## src/verilog/token_engine_pkg.sv

```systemverilog
package token_engine_pkg;

    // ------------------------------------------------------------
    // widths and steps
    // ------------------------------------------------------------
    localparam int ADDR_WIDTH  = 16;   // glb byte address
    localparam int DATA_WIDTH  = 32;   // one 4-byte pack
    localparam int PACK_BYTES  = 4;    // pointer step per pack
    localparam int CNT_WIDTH   = 6;    // holds up to tile 32
    localparam int ROUND_WIDTH = 8;

    // tile sizes per layer kind
    localparam int TILE_FULL = 32;     // conv and pointwise
    localparam int TILE_DW   = 10;     // depthwise

    typedef logic [ADDR_WIDTH-1:0] glb_addr_t;
    typedef logic [DATA_WIDTH-1:0] word_t;

    typedef enum logic [1:0] {
        LAYER_CONV      = 2'd0,
        LAYER_POINTWISE = 2'd1,
        LAYER_DEPTHWISE = 2'd2
    } layer_t;

    // which pe input a fetched pack belongs to
    typedef enum logic [1:0] {
        STREAM_WEIGHT = 2'd0,
        STREAM_IFMAP  = 2'd1,
        STREAM_BIAS   = 2'd2
    } stream_t;

    // ------------------------------------------------------------
    // per pass configuration, held stable for the whole pass
    // ------------------------------------------------------------
    typedef struct packed {
        layer_t                 layer;        // picks tile size
        logic [ROUND_WIDTH-1:0] rounds;       // ifmap/bias/psum rounds
        glb_addr_t              base_weight;
        glb_addr_t              base_ifmap;
        glb_addr_t              base_bias;    // reused every round
        glb_addr_t              base_opsum;
    } pass_cfg_t;

endpackage

```

## src/verilog/glb_addr_gen.sv

```systemverilog
module glb_addr_gen (
    input  logic                          clk,
    input  logic                          rst,
    input  logic                          pass_start,
    input  logic                          fetch_accept,
    input  logic                          round_start,
    input  logic                          psum_written,
    input  token_engine_pkg::pass_cfg_t   pass_cfg,
    input  token_engine_pkg::stream_t     fetch_stream,
    output token_engine_pkg::glb_addr_t   glb_read_addr,
    output token_engine_pkg::glb_addr_t   glb_write_addr
);
    import token_engine_pkg::*;

    localparam glb_addr_t PACK_STEP = glb_addr_t'(PACK_BYTES);

    glb_addr_t weight_ptr;
    glb_addr_t ifmap_ptr;     // runs across the whole pass
    glb_addr_t bias_ptr;      // rewinds each round
    glb_addr_t opsum_ptr;
    logic      step_weight;
    logic      step_ifmap;
    logic      step_bias;

    // only the stream being fetched moves
    assign step_weight = fetch_accept && (fetch_stream == STREAM_WEIGHT);
    assign step_ifmap  = fetch_accept && (fetch_stream == STREAM_IFMAP);
    assign step_bias   = fetch_accept && (fetch_stream == STREAM_BIAS);

    // ------------------------------------------------------------
    // pointers
    // ------------------------------------------------------------
    always_ff @(posedge clk) begin
        if (rst) begin
            weight_ptr <= '0;
            ifmap_ptr  <= '0;
            bias_ptr   <= '0;
            opsum_ptr  <= '0;
        end else if (pass_start) begin
            weight_ptr <= pass_cfg.base_weight;
            ifmap_ptr  <= pass_cfg.base_ifmap;
            bias_ptr   <= pass_cfg.base_bias;
            opsum_ptr  <= pass_cfg.base_opsum;
        end else begin
            if (step_weight) begin
                weight_ptr <= weight_ptr + PACK_STEP;
            end
            if (step_ifmap) begin
                ifmap_ptr <= ifmap_ptr + PACK_STEP;
            end
            if (round_start) begin
                bias_ptr <= pass_cfg.base_bias;      // same bias tile every round
            end else if (step_bias) begin
                bias_ptr <= bias_ptr + PACK_STEP;
            end
            if (psum_written) begin
                opsum_ptr <= opsum_ptr + PACK_STEP;  // one word per channel write
            end
        end
    end

    // ------------------------------------------------------------
    // read address follows the current stream
    // ------------------------------------------------------------
    always_comb begin
        case (fetch_stream)
            STREAM_IFMAP: glb_read_addr = ifmap_ptr;
            STREAM_BIAS:  glb_read_addr = bias_ptr;
            default:      glb_read_addr = weight_ptr;
        endcase
    end

    assign glb_write_addr = opsum_ptr;   // stable until write accepted

endmodule

```

## src/verilog/pass_sequencer.sv

```systemverilog
module pass_sequencer (
    input  logic                         clk,
    input  logic                         rst,
    input  logic                         pass_start,
    input  token_engine_pkg::pass_cfg_t  pass_cfg,
    input  logic                         glb_read_valid,
    input  logic                         token_taken,
    input  logic                         psum_written,
    output logic                         glb_read_ready,
    output logic                         fetch_accept,
    output logic                         round_start,
    output logic                         pop_start,
    output logic                         pass_done,
    output token_engine_pkg::stream_t    fetch_stream
);
    import token_engine_pkg::*;

    typedef enum logic [2:0] {
        S_IDLE,
        S_WEIGHT,    // weight read and forward
        S_IFMAP,     // ifmap read and forward
        S_BIAS,      // bias read and forward
        S_DRAIN,     // psum pop and writeback
        S_DONE
    } state_t;

    state_t                 state;
    state_t                 state_nxt;
    layer_t                 layer_q;
    logic [CNT_WIDTH-1:0]   tile_d;
    logic [CNT_WIDTH-1:0]   tile_k;
    logic [CNT_WIDTH-1:0]   phase_limit;
    logic [CNT_WIDTH-1:0]   pack_cnt;     // packs forwarded in this phase
    logic [CNT_WIDTH-1:0]   psum_cnt;     // writes done in this round
    logic [ROUND_WIDTH-1:0] round_cnt;
    logic                   wait_token;   // pack sits in token stage
    logic                   in_fetch;
    logic                   phase_end;
    logic                   last_psum;
    logic                   last_round;
    logic                   drain_end;

    // ------------------------------------------------------------
    // tile size from the latched layer
    // ------------------------------------------------------------
    always_comb begin
        if (layer_q == LAYER_DEPTHWISE) begin
            tile_d = CNT_WIDTH'(TILE_DW);
            tile_k = CNT_WIDTH'(TILE_DW);
        end else begin
            tile_d = CNT_WIDTH'(TILE_FULL);   // conv and pointwise
            tile_k = CNT_WIDTH'(TILE_FULL);
        end
    end

    assign phase_limit = (state == S_BIAS) ? tile_k : tile_d;   // one bias word per channel
    assign phase_end   = token_taken && (pack_cnt == phase_limit - 1'b1);
    assign last_psum   = (psum_cnt == tile_k - 1'b1);
    assign last_round  = (round_cnt + 1'b1) >= pass_cfg.rounds;  // zero rounds runs one
    assign drain_end   = (state == S_DRAIN) && psum_written && last_psum;

    // ------------------------------------------------------------
    // state machine
    // ------------------------------------------------------------
    always_comb begin
        state_nxt = state;
        case (state)
            S_IDLE:   if (pass_start) state_nxt = S_WEIGHT;
            S_WEIGHT: if (phase_end) state_nxt = S_IFMAP;
            S_IFMAP:  if (phase_end) state_nxt = S_BIAS;
            S_BIAS:   if (phase_end) state_nxt = S_DRAIN;
            S_DRAIN:  if (drain_end) state_nxt = last_round ? S_DONE : S_IFMAP;
            S_DONE:   state_nxt = S_IDLE;
            default:  state_nxt = S_IDLE;
        endcase
    end

    always_ff @(posedge clk) begin
        if (rst) begin
            state      <= S_IDLE;
            layer_q    <= LAYER_CONV;
            wait_token <= 1'b0;
            pack_cnt   <= '0;
            psum_cnt   <= '0;
            round_cnt  <= '0;
        end else begin
            state <= state_nxt;
            if (state == S_IDLE && pass_start) begin
                layer_q   <= pass_cfg.layer;     // tile size fixed for the pass
                round_cnt <= '0;
            end
            // one read outstanding, next one waits for the pe transfer
            if (fetch_accept) begin
                wait_token <= 1'b1;
            end else if (token_taken) begin
                wait_token <= 1'b0;
            end
            if (token_taken) begin
                pack_cnt <= phase_end ? '0 : pack_cnt + 1'b1;
            end
            if (psum_written) begin
                psum_cnt <= last_psum ? '0 : psum_cnt + 1'b1;
            end
            if (drain_end && !last_round) begin
                round_cnt <= round_cnt + 1'b1;
            end
        end
    end

    // ------------------------------------------------------------
    // strobes and levels
    // ------------------------------------------------------------
    assign in_fetch       = (state == S_WEIGHT) || (state == S_IFMAP) || (state == S_BIAS);
    assign glb_read_ready = in_fetch && !wait_token;
    assign fetch_accept   = glb_read_ready && glb_read_valid;

    // entering ifmap marks a new round
    assign round_start = ((state == S_WEIGHT) && phase_end) || (drain_end && !last_round);

    // first pop after bias tile, then one per finished write
    assign pop_start = ((state == S_BIAS) && phase_end)
                     || ((state == S_DRAIN) && psum_written && !last_psum);

    assign pass_done = (state == S_DONE);

    always_comb begin
        case (state)
            S_IFMAP: fetch_stream = STREAM_IFMAP;
            S_BIAS:  fetch_stream = STREAM_BIAS;
            default: fetch_stream = STREAM_WEIGHT;
        endcase
    end

endmodule

```

## src/verilog/psum_writeback.sv

```systemverilog
module psum_writeback (
    input  logic                     clk,
    input  logic                     rst,
    input  logic                     pop_start,
    input  logic                     pe_psum_valid,
    input  logic                     glb_write_valid,
    input  token_engine_pkg::word_t  pe_psum_data,
    output logic                     pe_psum_ready,
    output logic                     glb_write_ready,
    output logic                     psum_written,
    output token_engine_pkg::word_t  glb_write_data
);

    typedef enum logic [1:0] {
        P_IDLE,
        P_POP,      // waiting on the psum buffer
        P_WRITE     // waiting on the glb
    } wb_state_t;

    wb_state_t state;
    logic      pop_fire;

    assign pop_fire = pe_psum_ready && pe_psum_valid;

    // ------------------------------------------------------------
    // pop then write one word at a time
    // ------------------------------------------------------------
    always_ff @(posedge clk) begin
        if (rst) begin
            state <= P_IDLE;
        end else begin
            case (state)
                P_IDLE:  if (pop_start) state <= P_POP;
                P_POP:   if (pop_fire) state <= P_WRITE;
                // next pop may be asked for on the write accept cycle
                P_WRITE: if (psum_written) state <= pop_start ? P_POP : P_IDLE;
                default: state <= P_IDLE;
            endcase
        end
    end

    // word held for the whole write request
    always_ff @(posedge clk) begin
        if (pop_fire) begin
            glb_write_data <= pe_psum_data;
        end
    end

    assign pe_psum_ready   = (state == P_POP);
    assign glb_write_ready = (state == P_WRITE);
    assign psum_written    = glb_write_ready && glb_write_valid;

endmodule

```

## src/verilog/token_engine_top.sv

```systemverilog
module token_engine_top (
    input  logic                          clk,
    input  logic                          rst,
    // pass control
    input  logic                          pass_start,
    input  token_engine_pkg::pass_cfg_t   pass_cfg,
    output logic                          pass_done,
    // glb read
    output token_engine_pkg::glb_addr_t   glb_read_addr,
    output logic                          glb_read_ready,
    input  logic                          glb_read_valid,
    input  token_engine_pkg::word_t       glb_read_data,
    // pe array
    output token_engine_pkg::word_t       token_data,
    output logic                          pe_weight_valid,
    input  logic                          pe_weight_ready,
    output logic                          pe_ifmap_valid,
    input  logic                          pe_ifmap_ready,
    output logic                          pe_bias_valid,
    input  logic                          pe_bias_ready,
    // psum pop
    input  token_engine_pkg::word_t       pe_psum_data,
    input  logic                          pe_psum_valid,
    output logic                          pe_psum_ready,
    // glb write
    output token_engine_pkg::glb_addr_t   glb_write_addr,
    output token_engine_pkg::word_t       glb_write_data,
    output logic                          glb_write_ready,
    input  logic                          glb_write_valid
);
    import token_engine_pkg::*;

    stream_t fetch_stream;
    logic    fetch_accept;
    logic    round_start;
    logic    pop_start;
    logic    token_taken;
    logic    psum_written;

    // ------------------------------------------------------------
    // control
    // ------------------------------------------------------------
    pass_sequencer u_seq (
        .clk            (clk),
        .rst            (rst),
        .pass_start     (pass_start),
        .pass_cfg       (pass_cfg),
        .glb_read_valid (glb_read_valid),
        .token_taken    (token_taken),
        .psum_written   (psum_written),
        .glb_read_ready (glb_read_ready),
        .fetch_accept   (fetch_accept),
        .round_start    (round_start),
        .pop_start      (pop_start),
        .pass_done      (pass_done),
        .fetch_stream   (fetch_stream)
    );

    glb_addr_gen u_addr (
        .clk            (clk),
        .rst            (rst),
        .pass_start     (pass_start),
        .fetch_accept   (fetch_accept),
        .round_start    (round_start),
        .psum_written   (psum_written),
        .pass_cfg       (pass_cfg),
        .fetch_stream   (fetch_stream),
        .glb_read_addr  (glb_read_addr),
        .glb_write_addr (glb_write_addr)
    );

    // ------------------------------------------------------------
    // data paths
    // ------------------------------------------------------------
    token_stage u_token (
        .clk             (clk),
        .rst             (rst),
        .fetch_accept    (fetch_accept),
        .fetch_stream    (fetch_stream),
        .glb_read_data   (glb_read_data),
        .pe_weight_ready (pe_weight_ready),
        .pe_ifmap_ready  (pe_ifmap_ready),
        .pe_bias_ready   (pe_bias_ready),
        .token_data      (token_data),
        .pe_weight_valid (pe_weight_valid),
        .pe_ifmap_valid  (pe_ifmap_valid),
        .pe_bias_valid   (pe_bias_valid),
        .token_taken     (token_taken)
    );

    psum_writeback u_psum (
        .clk             (clk),
        .rst             (rst),
        .pop_start       (pop_start),
        .pe_psum_valid   (pe_psum_valid),
        .glb_write_valid (glb_write_valid),
        .pe_psum_data    (pe_psum_data),
        .pe_psum_ready   (pe_psum_ready),
        .glb_write_ready (glb_write_ready),
        .psum_written    (psum_written),
        .glb_write_data  (glb_write_data)
    );

endmodule

```

## src/verilog/token_stage.sv

```systemverilog
module token_stage (
    input  logic                       clk,
    input  logic                       rst,
    input  logic                       fetch_accept,
    input  token_engine_pkg::stream_t  fetch_stream,
    input  token_engine_pkg::word_t    glb_read_data,
    input  logic                       pe_weight_ready,
    input  logic                       pe_ifmap_ready,
    input  logic                       pe_bias_ready,
    output token_engine_pkg::word_t    token_data,
    output logic                       pe_weight_valid,
    output logic                       pe_ifmap_valid,
    output logic                       pe_bias_valid,
    output logic                       token_taken
);
    import token_engine_pkg::*;

    logic    held;        // a pack waits for the pe array
    stream_t stream_q;    // stream of the held pack
    word_t   data_q;
    logic    ready_sel;

    // ------------------------------------------------------------
    // capture, glb data is only valid for the accept cycle
    // ------------------------------------------------------------
    always_ff @(posedge clk) begin
        if (fetch_accept) begin
            data_q   <= glb_read_data;
            stream_q <= fetch_stream;
        end
    end

    always_ff @(posedge clk) begin
        if (rst) begin
            held <= 1'b0;
        end else if (fetch_accept) begin
            held <= 1'b1;
        end else if (token_taken) begin
            held <= 1'b0;   // drop after the pe transfer
        end
    end

    // ready of the pe input the pack is aimed at
    always_comb begin
        case (stream_q)
            STREAM_IFMAP: ready_sel = pe_ifmap_ready;
            STREAM_BIAS:  ready_sel = pe_bias_ready;
            default:      ready_sel = pe_weight_ready;
        endcase
    end

    assign pe_weight_valid = held && (stream_q == STREAM_WEIGHT);
    assign pe_ifmap_valid  = held && (stream_q == STREAM_IFMAP);
    assign pe_bias_valid   = held && (stream_q == STREAM_BIAS);

    assign token_taken = held && ready_sel;   // same cycle as the transfer
    assign token_data  = data_q;              // shared by all three streams

endmodule
```

## config.mk

```make
export PLATFORM = sky130hd
export DESIGN_NAME = token_engine_top
export DESIGN_NICKNAME = d
export VERILOG_FILES = /design/src/verilog/token_engine_pkg.sv /design/src/verilog/glb_addr_gen.sv /design/src/verilog/pass_sequencer.sv /design/src/verilog/psum_writeback.sv /design/src/verilog/token_engine_top.sv /design/src/verilog/token_stage.sv
export SDC_FILE = /design/constraint.sdc
export NUM_CORES = 1
export LEC_CHECK = 0
export ABC_AREA = 1
export ABC_CLOCK_PERIOD_IN_PS = 3080
export BUFFER_PORTS_ARGS = -buffer_cell sky130_fd_sc_hd__buf_2
export CORE_MARGIN = 8
export CORE_UTILIZATION = 52
export CTS_CLUSTER_DIAMETER = 100
export CTS_CLUSTER_SIZE = 14
export DETAILED_ROUTE_END_ITERATION = 16
export GPL_TIMING_DRIVEN = 0
export PLACE_DENSITY = 0.81
export SETUP_SLACK_MARGIN = 0.05
export SLEW_MARGIN = 40
export SYNTH_ARGS = -nofsm -noshare
export SYNTH_HDL_FRONTEND = slang
export SYNTH_HIERARCHICAL = 1
export SYNTH_SLANG_ARGS = --single-unit
```

## constraint.sdc

```tcl
create_clock -name clk -period 3.08 [get_ports clk]
set_clock_uncertainty 0.15 [all_clocks]
set_input_delay 0.462 -clock clk [delete_from_list [all_inputs] [get_ports clk]]
set_output_delay 0.462 -clock clk [all_outputs]
set_load 0.01 [all_outputs]
```

---- Yosys cells after proc, flatten, opt, wreduce, memory -nomap -nowiden ----
Index checks and enable logic that the tools add are counted.
storage, ports and cells
  memories kept ........................... 0
  bits in registers ....................... 158
  ROM bits ................................ 0
  bits in latches ......................... 0
  word-level logic and storage cells ...... 114
  input port bits ......................... 147
  memory bits (writable) .................. 0
operators by class
  multiplexer cells ....................... 31
  equality and inequality tests ........... 22
  divide/modulo/power cells ............... 0
  shift operators ......................... 0
  multiply operators ...................... 0
  bitwise gates (word level) .............. 0
  reductions and logical operators ........ 38
  $lt $le $gt $ge ......................... 1
  add/subtract/negate cells ............... 8
operators with widths
  cell                   count
  $mux 16                9
  $add 16x3->16 const B  4
  $pmux 16 s2            1
  $logic_and 1x1->1      19
  $mux 3                 6
  $mux 6                 3
  $mux 8                 2
  $pmux 3 s5             1
  $add 6x1->6 const B    2
  $eq 6x6->1             2
  $ne 2x1->1 const B     5
  $reduce_bool 2->1      5
  $add 8x1->8 const B    1
  $eq 2x2->1 const B     4
  $ge 8x8->1             1
  $eq 2x1->1 const B     3
  $eq 3x2->1 const B     2
  $eq 3x3->1 const B     2
  $logic_not 2->1        3
  $mux 2                 3
  $ne 2x2->1 const B     3
  $pmux 2 s3             1
  $sub 6x1->6 const B    1
  $reduce_and 5->1       1
  9 further kinds        16

---- Depth between registers and ports, before layout ----
Gate-level depths: netlist (run 1).
  depth in word-level cells ............... 10
  depth in mapped cells ................... 18

---- Hierarchy ----
Netlist (run 1), hierarchy kept.
by module, submodules not included
  module          instances  cells each  seq. area each (µm²)  area an instance (µm²)
  glb_addr_gen    1          643         1281.2                4172.8
  pass_sequencer  1          236         520.5                 1681.6
  token_stage     1          56          1041.0                1166.1
  psum_writeback  1          50          1001.0                1086.0

---- Least setup slack after synthesis (run 1) ----
No wires, ideal clock.
  path type ............................... register -> register
  start ................................... register u_seq.state[0]
  end ..................................... register u_addr.bias_ptr[14]
  clock period less this slack ............ 2.844 ns
  cell stages (with the launch flop) ...... 14
  path buffers ............................ 1
  path slack .............................. 0.236 ns
  data arrival time ....................... 2.627 ns
  library setup time ...................... 0.067 ns
  required time ........................... 2.863 ns
  cells stage by stage .................... dfxtp_1 inv_2 nand2_2 inv_1 nor3_1 nand2_1 inv_1 nand2_1 nand2_4 buf_6 o21ai_0 inv_1 nand2_1 a21oi_2
between the ends
  word-level cells in the longest chain between the ends .. 7
  elaborated cells between the ends (all ways) .. 19
  classes of those cells .................. eq/ne (5); mux (3); reduce/logical (11)
RTL lines
  what                                             RTL line                text
  start, declared                                  pass_sequencer.sv:27    state_t state;
  start signal, assigned                           pass_sequencer.sv:87    state <= state_nxt;
  $eq 3x1->1 / $eq 3x2->1 (equally long branches)  pass_sequencer.sv:113   assign in_fetch = (state == S_WEIGHT) || (state == S_IFMAP) || (state == S_BIAS);
  $logic_or 1x1->1                                 pass_sequencer.sv:113
  $logic_or 1x1->1 (*)                             pass_sequencer.sv:113
  $logic_and 1x1->1 (*)                            pass_sequencer.sv:114   assign glb_read_ready = in_fetch && !wait_token;
  via glb_read_ready                               token_engine_top.sv:10  output logic glb_read_ready,
  $logic_and 1x1->1 (*)                            pass_sequencer.sv:115   assign fetch_accept = glb_read_ready && glb_read_valid;
  via fetch_accept                                 token_engine_top.sv:34  logic fetch_accept;
  $logic_and 1x1->1 (*)                            glb_addr_gen.sv:28      assign step_bias = fetch_accept && (fetch_stream == STREAM_BIAS);
  $reduce_bool 3->1 (no source line) (*)           n/a
  end signal, assigned                             glb_addr_gen.sv:42      bias_ptr <= pass_cfg.base_bias;
  end signal, assigned                             glb_addr_gen.sv:52      bias_ptr <= pass_cfg.base_bias;
  end signal, assigned                             glb_addr_gen.sv:54      bias_ptr <= bias_ptr + PACK_STEP;
  end, declared                                    glb_addr_gen.sv:19      glb_addr_t bias_ptr;
The timed path passes the listed nets; every way through them passes the cells marked *.
A chain may end at the register's enable or synchronous reset.

---- Worst setup path after layout (run 1) ----
  start ................................... register u_seq.state[2]
  end ..................................... output port glb_read_addr[3]
between the ends
  word-level cells in the longest chain between the ends .. 4
  elaborated cells between the ends (all ways) .. 6
  classes of those cells .................. eq/ne (4); mux (2)
RTL lines
  what                                             RTL line                text
  $eq 3x2->1                                       pass_sequencer.sv:127   case (state)
  $pmux 2 s2 (*)                                   pass_sequencer.sv:127
  via fetch_stream[0]                              token_engine_top.sv:33  stream_t fetch_stream;
  $eq 2x2->1 / $eq 2x1->1 (equally long branches)  glb_addr_gen.sv:66      case (fetch_stream)
  $pmux 16 s2 (*)                                  glb_addr_gen.sv:66
  end, declared                                    token_engine_top.sv:9   output token_engine_pkg::glb_addr_t glb_read_addr,
Marked as above.

==> results of run 1 <==
## final cells by class
class | count | area (sq um) | share of cell area [%]
repair buffers | 254 | 1280 | 12.4
multi-input cells | 665 | 3660 | 35.4
inverters | 132 | 503 | 4.87
well taps | 188 | 235 | 2.28
clock buffers | 18 | 439 | 4.25
plain buffers | 29 | 181 | 1.75
flip-flops and latches | 159 | 3850 | 37.2
clock inverters | 14 | 188 | 1.82
diodes | 1 | 2.50 | 0.0242
## metrics by stage
step                hold WS, ns  total power (uW)
global placement          0.306              3860
detailed placement        0.308              3890
global route             0.0369              6440
CTS                      0.0435              6140
floorplan                 0.293              3360
finish                   0.0625              6150
## metal layers
layer	share of wire [%]	vias up	GRT usage [%]	wire length, um
li1	-	3832	-	-
met1	40	3636	29.2	10000
met2	49	360	42.7	12300
met3	8.1	44	6.35	2020
met4	2.6	0	8.99	656
met5	0	-	0	0
## repair_timing
| action | CTS | global route |
|---|---|---|
| pin swaps | 2 | 4 |
| buffers inserted | 2 | 3 |
| hold buffers | 0 | 0 |
| setup endpoints to repair | 19 | 43 |
| gates resized for setup | 12 | 20 |
## state kept, by name, summed over array words and instances (netlist names)
signal,cells
u_psum/state,2
u_seq/psum_cnt,6
u_addr/bias_ptr,16
u_seq/round_cnt,8
u_seq/pack_cnt,6
u_addr/glb_write_addr,16
u_seq/layer_q,2
u_token/held,1
u_addr/weight_ptr,16
u_psum/glb_write_data,32
u_seq/wait_token,1
u_token/token_data,32
u_seq/state,3
u_token/stream_q,2
u_addr/ifmap_ptr,16
## logic make-up after synthesis
group                      count (synthesis)  share of synthesized area (%)
muxes                                      1                          0.123
DFF                                      159                           47.4
buffers and inverters                    161                           8.26
adders and majority gates                 21                           3.24
AOI/OAI and AO/OA                        186                           12.9
and+or+nand+nor                          428                           25.0
xor gates and xnor gates                  29                           3.13
## power by group through the flow
stage,Clock (uW),Combinational (uW),Sequential [uW]
floorplan,0,749,2610
global placement,0,1280,2580
detailed placement,0,1310,2580
CTS,2260,1350,2540
global route,2350,1540,2560
finish,2220,1390,2540
## worst register-to-register path, delay by kind of cell (launching register included)
| kind | cells | cell delay (ns) |
|---|---|---|
| adders and majority gates | 2 | 0.50 |
| buffers and inverters | 1 | 0.16 |
| xor gates and xnor gates | 1 | 0.24 |
| DFF | 1 | 0.38 |
| and+or+nand+nor | 9 | 1.12 |
| AOI/OAI and AO/OA | 2 | 0.18 |
## cell usage in the layout, fill, tap and decap left out, types with 6 or more instances in the layout
cell	synthesis	routed
nand3_2	8	8
xor2_1	24	24
nor2_1	75	74
a21oi_1	61	61
nor2_4	9	10
buf_2	4	255
clkbuf_16	0	17
inv_8	0	6
dfxtp_1	93	90
inv_2	15	16
inv_1	115	112
o21ai_1	6	6
clkbuf_1	14	10
nor3_1	13	11
o22ai_1	10	10
o21ai_0	67	66
nand2_1	205	205
edfxtp_1	66	66
a22oi_1	7	7
nand2_2	17	17
nand3_1	69	69
ha_1	21	18
buf_4	6	12
nand4_1	12	12
a31oi_1	16	15
## path summary, 6_finish.rpt
check	start	endpoint	slack [ns]	cells past startpoint
worst max-delay path	u_seq/state[2]$_SDFFE_PP0P_	glb_read_addr[3]	0.15	9
worst min-delay path	glb_read_data[5]	u_token/token_data[5]$_DFFE_PP_	0.06	1
worst max register to register	u_seq/round_cnt[1]$_SDFFE_PP0P_	u_addr/bias_ptr[8]$_SDFFE_PP0P_	0.24	15
worst min register to register	u_seq/wait_token$_SDFFE_PP0P_	u_seq/wait_token$_SDFFE_PP0P_	0.32	2
==> results.py, run 1 <==
metrics = {
    "logic_synthesis": {
        "yosysSeqAreaShare_pct": 47.4,
        "synth_most_common_cell": "nand2_1",
        "synth_seq_cells": 159,
        "synth.avg_cell_area_sq_um": 8.23,
        "synthCells": 985,
        "synth_nets": 1153,
        "yosys.area.top_type_share_pct": 24.4,
        "yosys_warnings": 6,
        "async_flop_share_pct": 0,
        "synth_edf_count": 66,
        "yosysUniqueCellTypes": 48,
        "yosysTopAreaCell": "edfxtp_1",
        "synth-main-ff-cell": "dfxtp_1",
        "yosys-top-cells-count": "nand2_1 (205), inv_1 (115), dfxtp_1 (93)",
        "netlist_area_sq_mm": 0.00811,
        "synthTopCellsByArea": "edfxtp_1 (24%), dfxtp_1 (23%), nand2_1 (9.5%)",
    },
    "sta": {
        "fin_ws_ns": 0.149,
        "drv_slew": 0,
        "clock.fmax_mhz": 341,
        "finalHoldViolations": 0,
        "slew_headroom_pct": 51.6,
        "finalSetupTns_ns": 0,
        "tightest_slew_ns": 0.722,
        "fin_crit_sh_pct": 95.2,
        "finalSetupViolations": 0,
        "layout_min_cycle_time_ns": 2.93,
        "rsz0062_at_grt": "false",
    },
    "die": {
        "initial_utilization_pct": 53.3,
        "die_w_um": 141,
        "row_count": 45,
        "die_h_um": 141,
        "io_pins": 250,
        "die_area_sq_mm": 0.0198,
        "core_sq_mm": 0.0152,
    },
    "cts": {
        "clockRootBuffer": "clkbuf_16",
        "tritoncts": "yes",
        "numCtsBuffers": 17,
        "path_clk_slew_ns": 0.06,
        "h-tree-depth": 4,
        "clk_latency_ns": 0.42,
        "cts.sinks": 159,
        "clockBufferDepth": 2,
    },
    "pwr": {
        "swShare_pct": 32.1,
        "seqPwrFrac_pct": 41.2,
        "powerDensity_mw_per_mm2": 595,
        "peakVddDrop_mv": 0.428,
        "p_sw_uw": 1970,
        "p_leak_uw": 0.00461,
        "combinationalPowerShare_pct": 22.7,
        "clkPwrFrac_pct": 36.1,
        "power.internal_uw": 4180,
    },
    "route": {
        "wl_mm": 25.0,
        "viasPerCell": 5.39,
        "route.detailed.drc": 0,
        "routedWlPerCell_um": 17.1,
        "drt_iter0_drc": 719,
        "ant_nets": 0,
        "vias": 7872,
        "drtPass1Iterations": 7,
    },
    "place": {
        "place.gp.congestion": 0.996,
        "postPlaceCellArea_sq_mm": 0.00959,
        "port_buffers": 249,
        "place_ws_ns": 0.0372,
        "hpwl_mm": 19.3,
        "dp_cells": 1422,
    },
    "global_routing": {
        "grt_pass1_wl_mm": 38.9,
        "overflow": 0,
        "grt_pass1_vias": 7429,
        "antenna_found_initial": 1,
        "track_usage_pct": 24.8,
        "grt_max_degree": 39,
    },
    "outcome": {
        "status": "finished, final reports clean",
    },
    "finish": {
        "fillCellCount": 1261,
        "final_util_pct": 68.0,
        "fin_cells": 1460,
        "syn_to_final_growth_pct": 27.5,
        "nets": 1426,
        "fin_area_sq_mm": 0.0103,
        "drive_gt1_share_pct": 31.0,
    },
    "worst_setup_path": {
        "cp.arrival_ns": 2.32,
        "cp_cell_sequence": "inv_4 > nand2_1 > nor2_4 > inv_1 > ha_4 > buf_4 > nor2_1 > a31oi_1 > buf_2",
        "crit_type": "reg -> out",
        "critPathBufInv": 4,
        "required_ns": 2.47,
        "critical_path.slowest_cell": "dfxtp_4",
        "critPathMaxStageDelay_ns": 0.38,
        "end_kind": "output pin",
        "worstPathMaxFanout": 10,
        "cpLargestDelayFamily": "buffers and inverters",
        "cp-start-kind": "register",
    },
    "job": {
        "drv_cap": 0,
    },
    "min_path": {
        "hold_class": "in -> reg",
    },
}
No activity file was read; power rests on OpenSTA's default activity.
==> inputs of run 2 (changes only) <==
--- a/config.mk
+++ b/config.mk
@@ -5,16 +5,15 @@
 export SDC_FILE = /design/constraint.sdc
 export NUM_CORES = 1
 export LEC_CHECK = 0
-export ABC_AREA = 1
 export ABC_CLOCK_PERIOD_IN_PS = 3080
 export BUFFER_PORTS_ARGS = -buffer_cell sky130_fd_sc_hd__buf_2
 export CORE_MARGIN = 8
-export CORE_UTILIZATION = 52
+export CORE_UTILIZATION = 51
 export CTS_CLUSTER_DIAMETER = 100
 export CTS_CLUSTER_SIZE = 14
 export DETAILED_ROUTE_END_ITERATION = 16
 export GPL_TIMING_DRIVEN = 0
-export PLACE_DENSITY = 0.81
+export PLACE_DENSITY = 0.83
 export SETUP_SLACK_MARGIN = 0.05
 export SLEW_MARGIN = 40
 export SYNTH_ARGS = -nofsm -noshare
==> run 2 against run 1 <==
Cell count down 16%. Clock power is essentially flat. Wire length is 9.2% lower. Area after synthesis down 8.5%. Synthesized cell count down 24%. Fmax about the same. Global-route usage fell by 1.2 points. Critical endpoint is now u_addr/bias_ptr[11]$_SDFFE_PP0P_. Via count is 14% lower.
==> results.py, run 2 <==
metrics = {
    "outcome": {
        "status": "finished, final reports clean",
    },
    "cts": {
        "cts.sinks": 159,
        "h-tree-depth": 4,
        "clk_latency_ns": 0.42,
        "clockRootBuffer": "clkbuf_16",
        "clockBufferDepth": 2,
        "numCtsBuffers": 17,
        "path_clk_slew_ns": 0.07,
        "tritoncts": "yes",
    },
    "worst_setup_path": {
        "worstPathMaxFanout": 10,
        "cp_cell_sequence": "ha_4 > nand3_2 > nor2_1 > xor2_1 > ha_1 > a21o_2 > a211oi_4 > nand4_4 > o41ai_4 > nor2_2 > buf_6 > buf_4 > a211oi_1",
        "cp.arrival_ns": 3.12,
        "cp-start-kind": "register",
        "required_ns": 3.27,
        "crit_type": "reg -> reg",
        "end_kind": "register",
        "critPathMaxStageDelay_ns": 0.38,
        "critical_path.slowest_cell": "dfxtp_4",
    },
    "place": {
        "hpwl_mm": 16.8,
        "port_buffers": 249,
        "place_ws_ns": -0.593,
        "place.gp.congestion": 0.938,
    },
    "die": {
        "row_count": 44,
        "die_h_um": 137,
        "die_area_sq_mm": 0.0187,
        "io_pins": 250,
        "core_sq_mm": 0.0144,
        "die_w_um": 137,
        "initial_utilization_pct": 51.6,
    },
    "logic_synthesis": {
        "synth.avg_cell_area_sq_um": 9.95,
        "synth_edf_count": 66,
        "yosysUniqueCellTypes": 64,
        "yosys-top-cells-count": "nor2_1 (97), dfxtp_1 (93), edfxtp_1 (66)",
        "synth_nets": 913,
        "synth-main-ff-cell": "dfxtp_1",
        "yosysTopAreaCell": "edfxtp_1",
        "yosys_warnings": 6,
        "yosysSeqAreaShare_pct": 51.8,
        "async_flop_share_pct": 0,
        "synthCells": 745,
        "netlist_area_sq_mm": 0.00742,
        "synthTopCellsByArea": "edfxtp_1 (27%), dfxtp_1 (25%), nor2_1 (4.9%)",
        "synth_seq_cells": 159,
        "yosys.area.top_type_share_pct": 26.7,
        "synth_most_common_cell": "nor2_1",
    },
    "finish": {
        "final_common_cell": "buf_2",
        "nets": 1191,
        "mostFrequentLayoutCells": "buf_2 (254), nor2_1 (95), dfxtp_1 (87), edfxtp_1 (66), nand2_1 (49)",
        "syn_to_final_growth_pct": 32.8,
        "drive_gt1_share_pct": 36.1,
    },
    "job": {
        "drv_cap": 0,
    },
    "sta": {
        "finalSetupViolations": 0,
        "slew_headroom_pct": 54.5,
        "rsz0062_at_grt": "false",
        "fin_ws_ns": 0.150,
        "clock.fmax_mhz": 341,
        "fin_crit_sh_pct": 95.1,
        "drv_slew": 0,
        "layout_min_cycle_time_ns": 2.93,
        "finalHoldViolations": 0,
        "tightest_slew_ns": 0.683,
        "finalSetupTns_ns": 0,
    },
    "pwr": {
        "peakVddDrop_mv": 0.366,
        "powerDensity_mw_per_mm2": 507,
        "p_leak_uw": 0.00397,
    },
    "global_routing": {
        "grt_pass1_wl_mm": 34.1,
        "overflow": 0,
        "track_usage_pct": 23.6,
        "grt_pass1_vias": 6470,
        "grt_max_degree": 44,
        "antenna_found_initial": 2,
    },
    "min_path": {
        "hold_class": "in -> reg",
    },
    "route": {
        "drtPass1Iterations": 7,
        "routedWlPerCell_um": 18.6,
        "viasPerCell": 5.55,
        "wl_mm": 22.7,
        "vias": 6779,
        "ant_nets": 0,
        "drt_iter0_drc": 583,
        "route.detailed.drc": 0,
    },
}
[run 2: changes by cell type after synthesis, moves of 22 or more]
cell      delta
nand2_1    -156
inv_1       -86
o21ai_0     -55
xnor2_1     +36
a211oi_1    +35
nand3_1     -33
a21oi_1     -23
nor2_1      +22
[run 2: critical path, delay by kind of cell (launching register included)]
family | cells | cell delay [ns]
xor+xnor | 1 | 0.25
simple gates | 4 | 0.47
flops | 1 | 0.38
fa+ha+maj | 2 | 0.44
buf+inv | 2 | 0.32
compound gates | 4 | 0.83
[run 2: final cells by class]
| class | instances | area, sq um |
|---|---|---|
| Antenna cell | 2 | 5.00 |
| Sequential cell | 159 | 3860 |
| Timing Repair Buffer | 260 | 1340 |
| Clock buffer | 18 | 429 |
| Multi-Input combinational cell | 519 | 3480 |
| Buffer | 36 | 211 |
| Tap cell | 184 | 230 |
| Fill cell | 1100 | 4520 |
| Clock inverter | 14 | 190 |
| Inverter | 30 | 113 |
[run 2: final timing paths]
path / from / slack, ns / end / cells past startpoint
setup / recovery: u_seq/round_cnt[0]$_SDFFE_PP0P_ / 0.15 / u_addr/bias_ptr[11]$_SDFFE_PP0P_ / 13
hold / removal: pe_psum_data[30] / 0.06 / u_psum/glb_write_data[30]$_DFFE_PP_ / 1
setup reg to reg: u_seq/round_cnt[0]$_SDFFE_PP0P_ / 0.15 / u_addr/bias_ptr[11]$_SDFFE_PP0P_ / 13
hold reg to reg: u_addr/bias_ptr[1]$_SDFFE_PP0P_ / 0.33 / u_addr/bias_ptr[1]$_SDFFE_PP0P_ / 2
[run 2: per-layer routing]
metal	wire length (um)	global-route usage, %	vias to the layer above
li1	-	-	3253
met1	9000	28.5	3174
met2	11100	39.5	324
met3	2250	6.13	28
met4	347	9.09	0
met5	0	0	-
[run 2: metrics by stage]
step	cell area, sq um	util (%)	total power [uW]	hold WS [ns]	std cells
after floorplan	7420	-	2590	0.282	745
after global placement	8890	61.9	2800	0.298	1178
after detailed placement	8900	61.9	2810	0.305	1178
after CTS	9720	67.7	5020	0.0458	1218
after global routing	9850	68.6	5180	0.0400	1222
final	9850	68.6	5000	0.0636	1222
[run 2: kinds of logic after synthesis]
family	Yosys count	synth area share, %
and+or+nand+nor	294	20.0
buffers and inverters	67	3.64
muxes	11	1.48
xor gates and xnor gates	56	6.61
DFF	159	51.8
adders and majority gates	21	3.54
AOI/OAI and AO/OA	137	12.9
[run 2: repair_timing]
item,4_1_cts,5_1_grt
resized for setup,42,32
endpoints found under the setup margin,33,30
gates cloned,2,0
buffers inserted,7,2
hold buffers,0,0
pin swaps,8,14
[run 2: power breakdown]
part,switching [uW],internal (uW)
combinational,236,201
sequential,80.7,2270
clock,903,1310
total,1220,3780
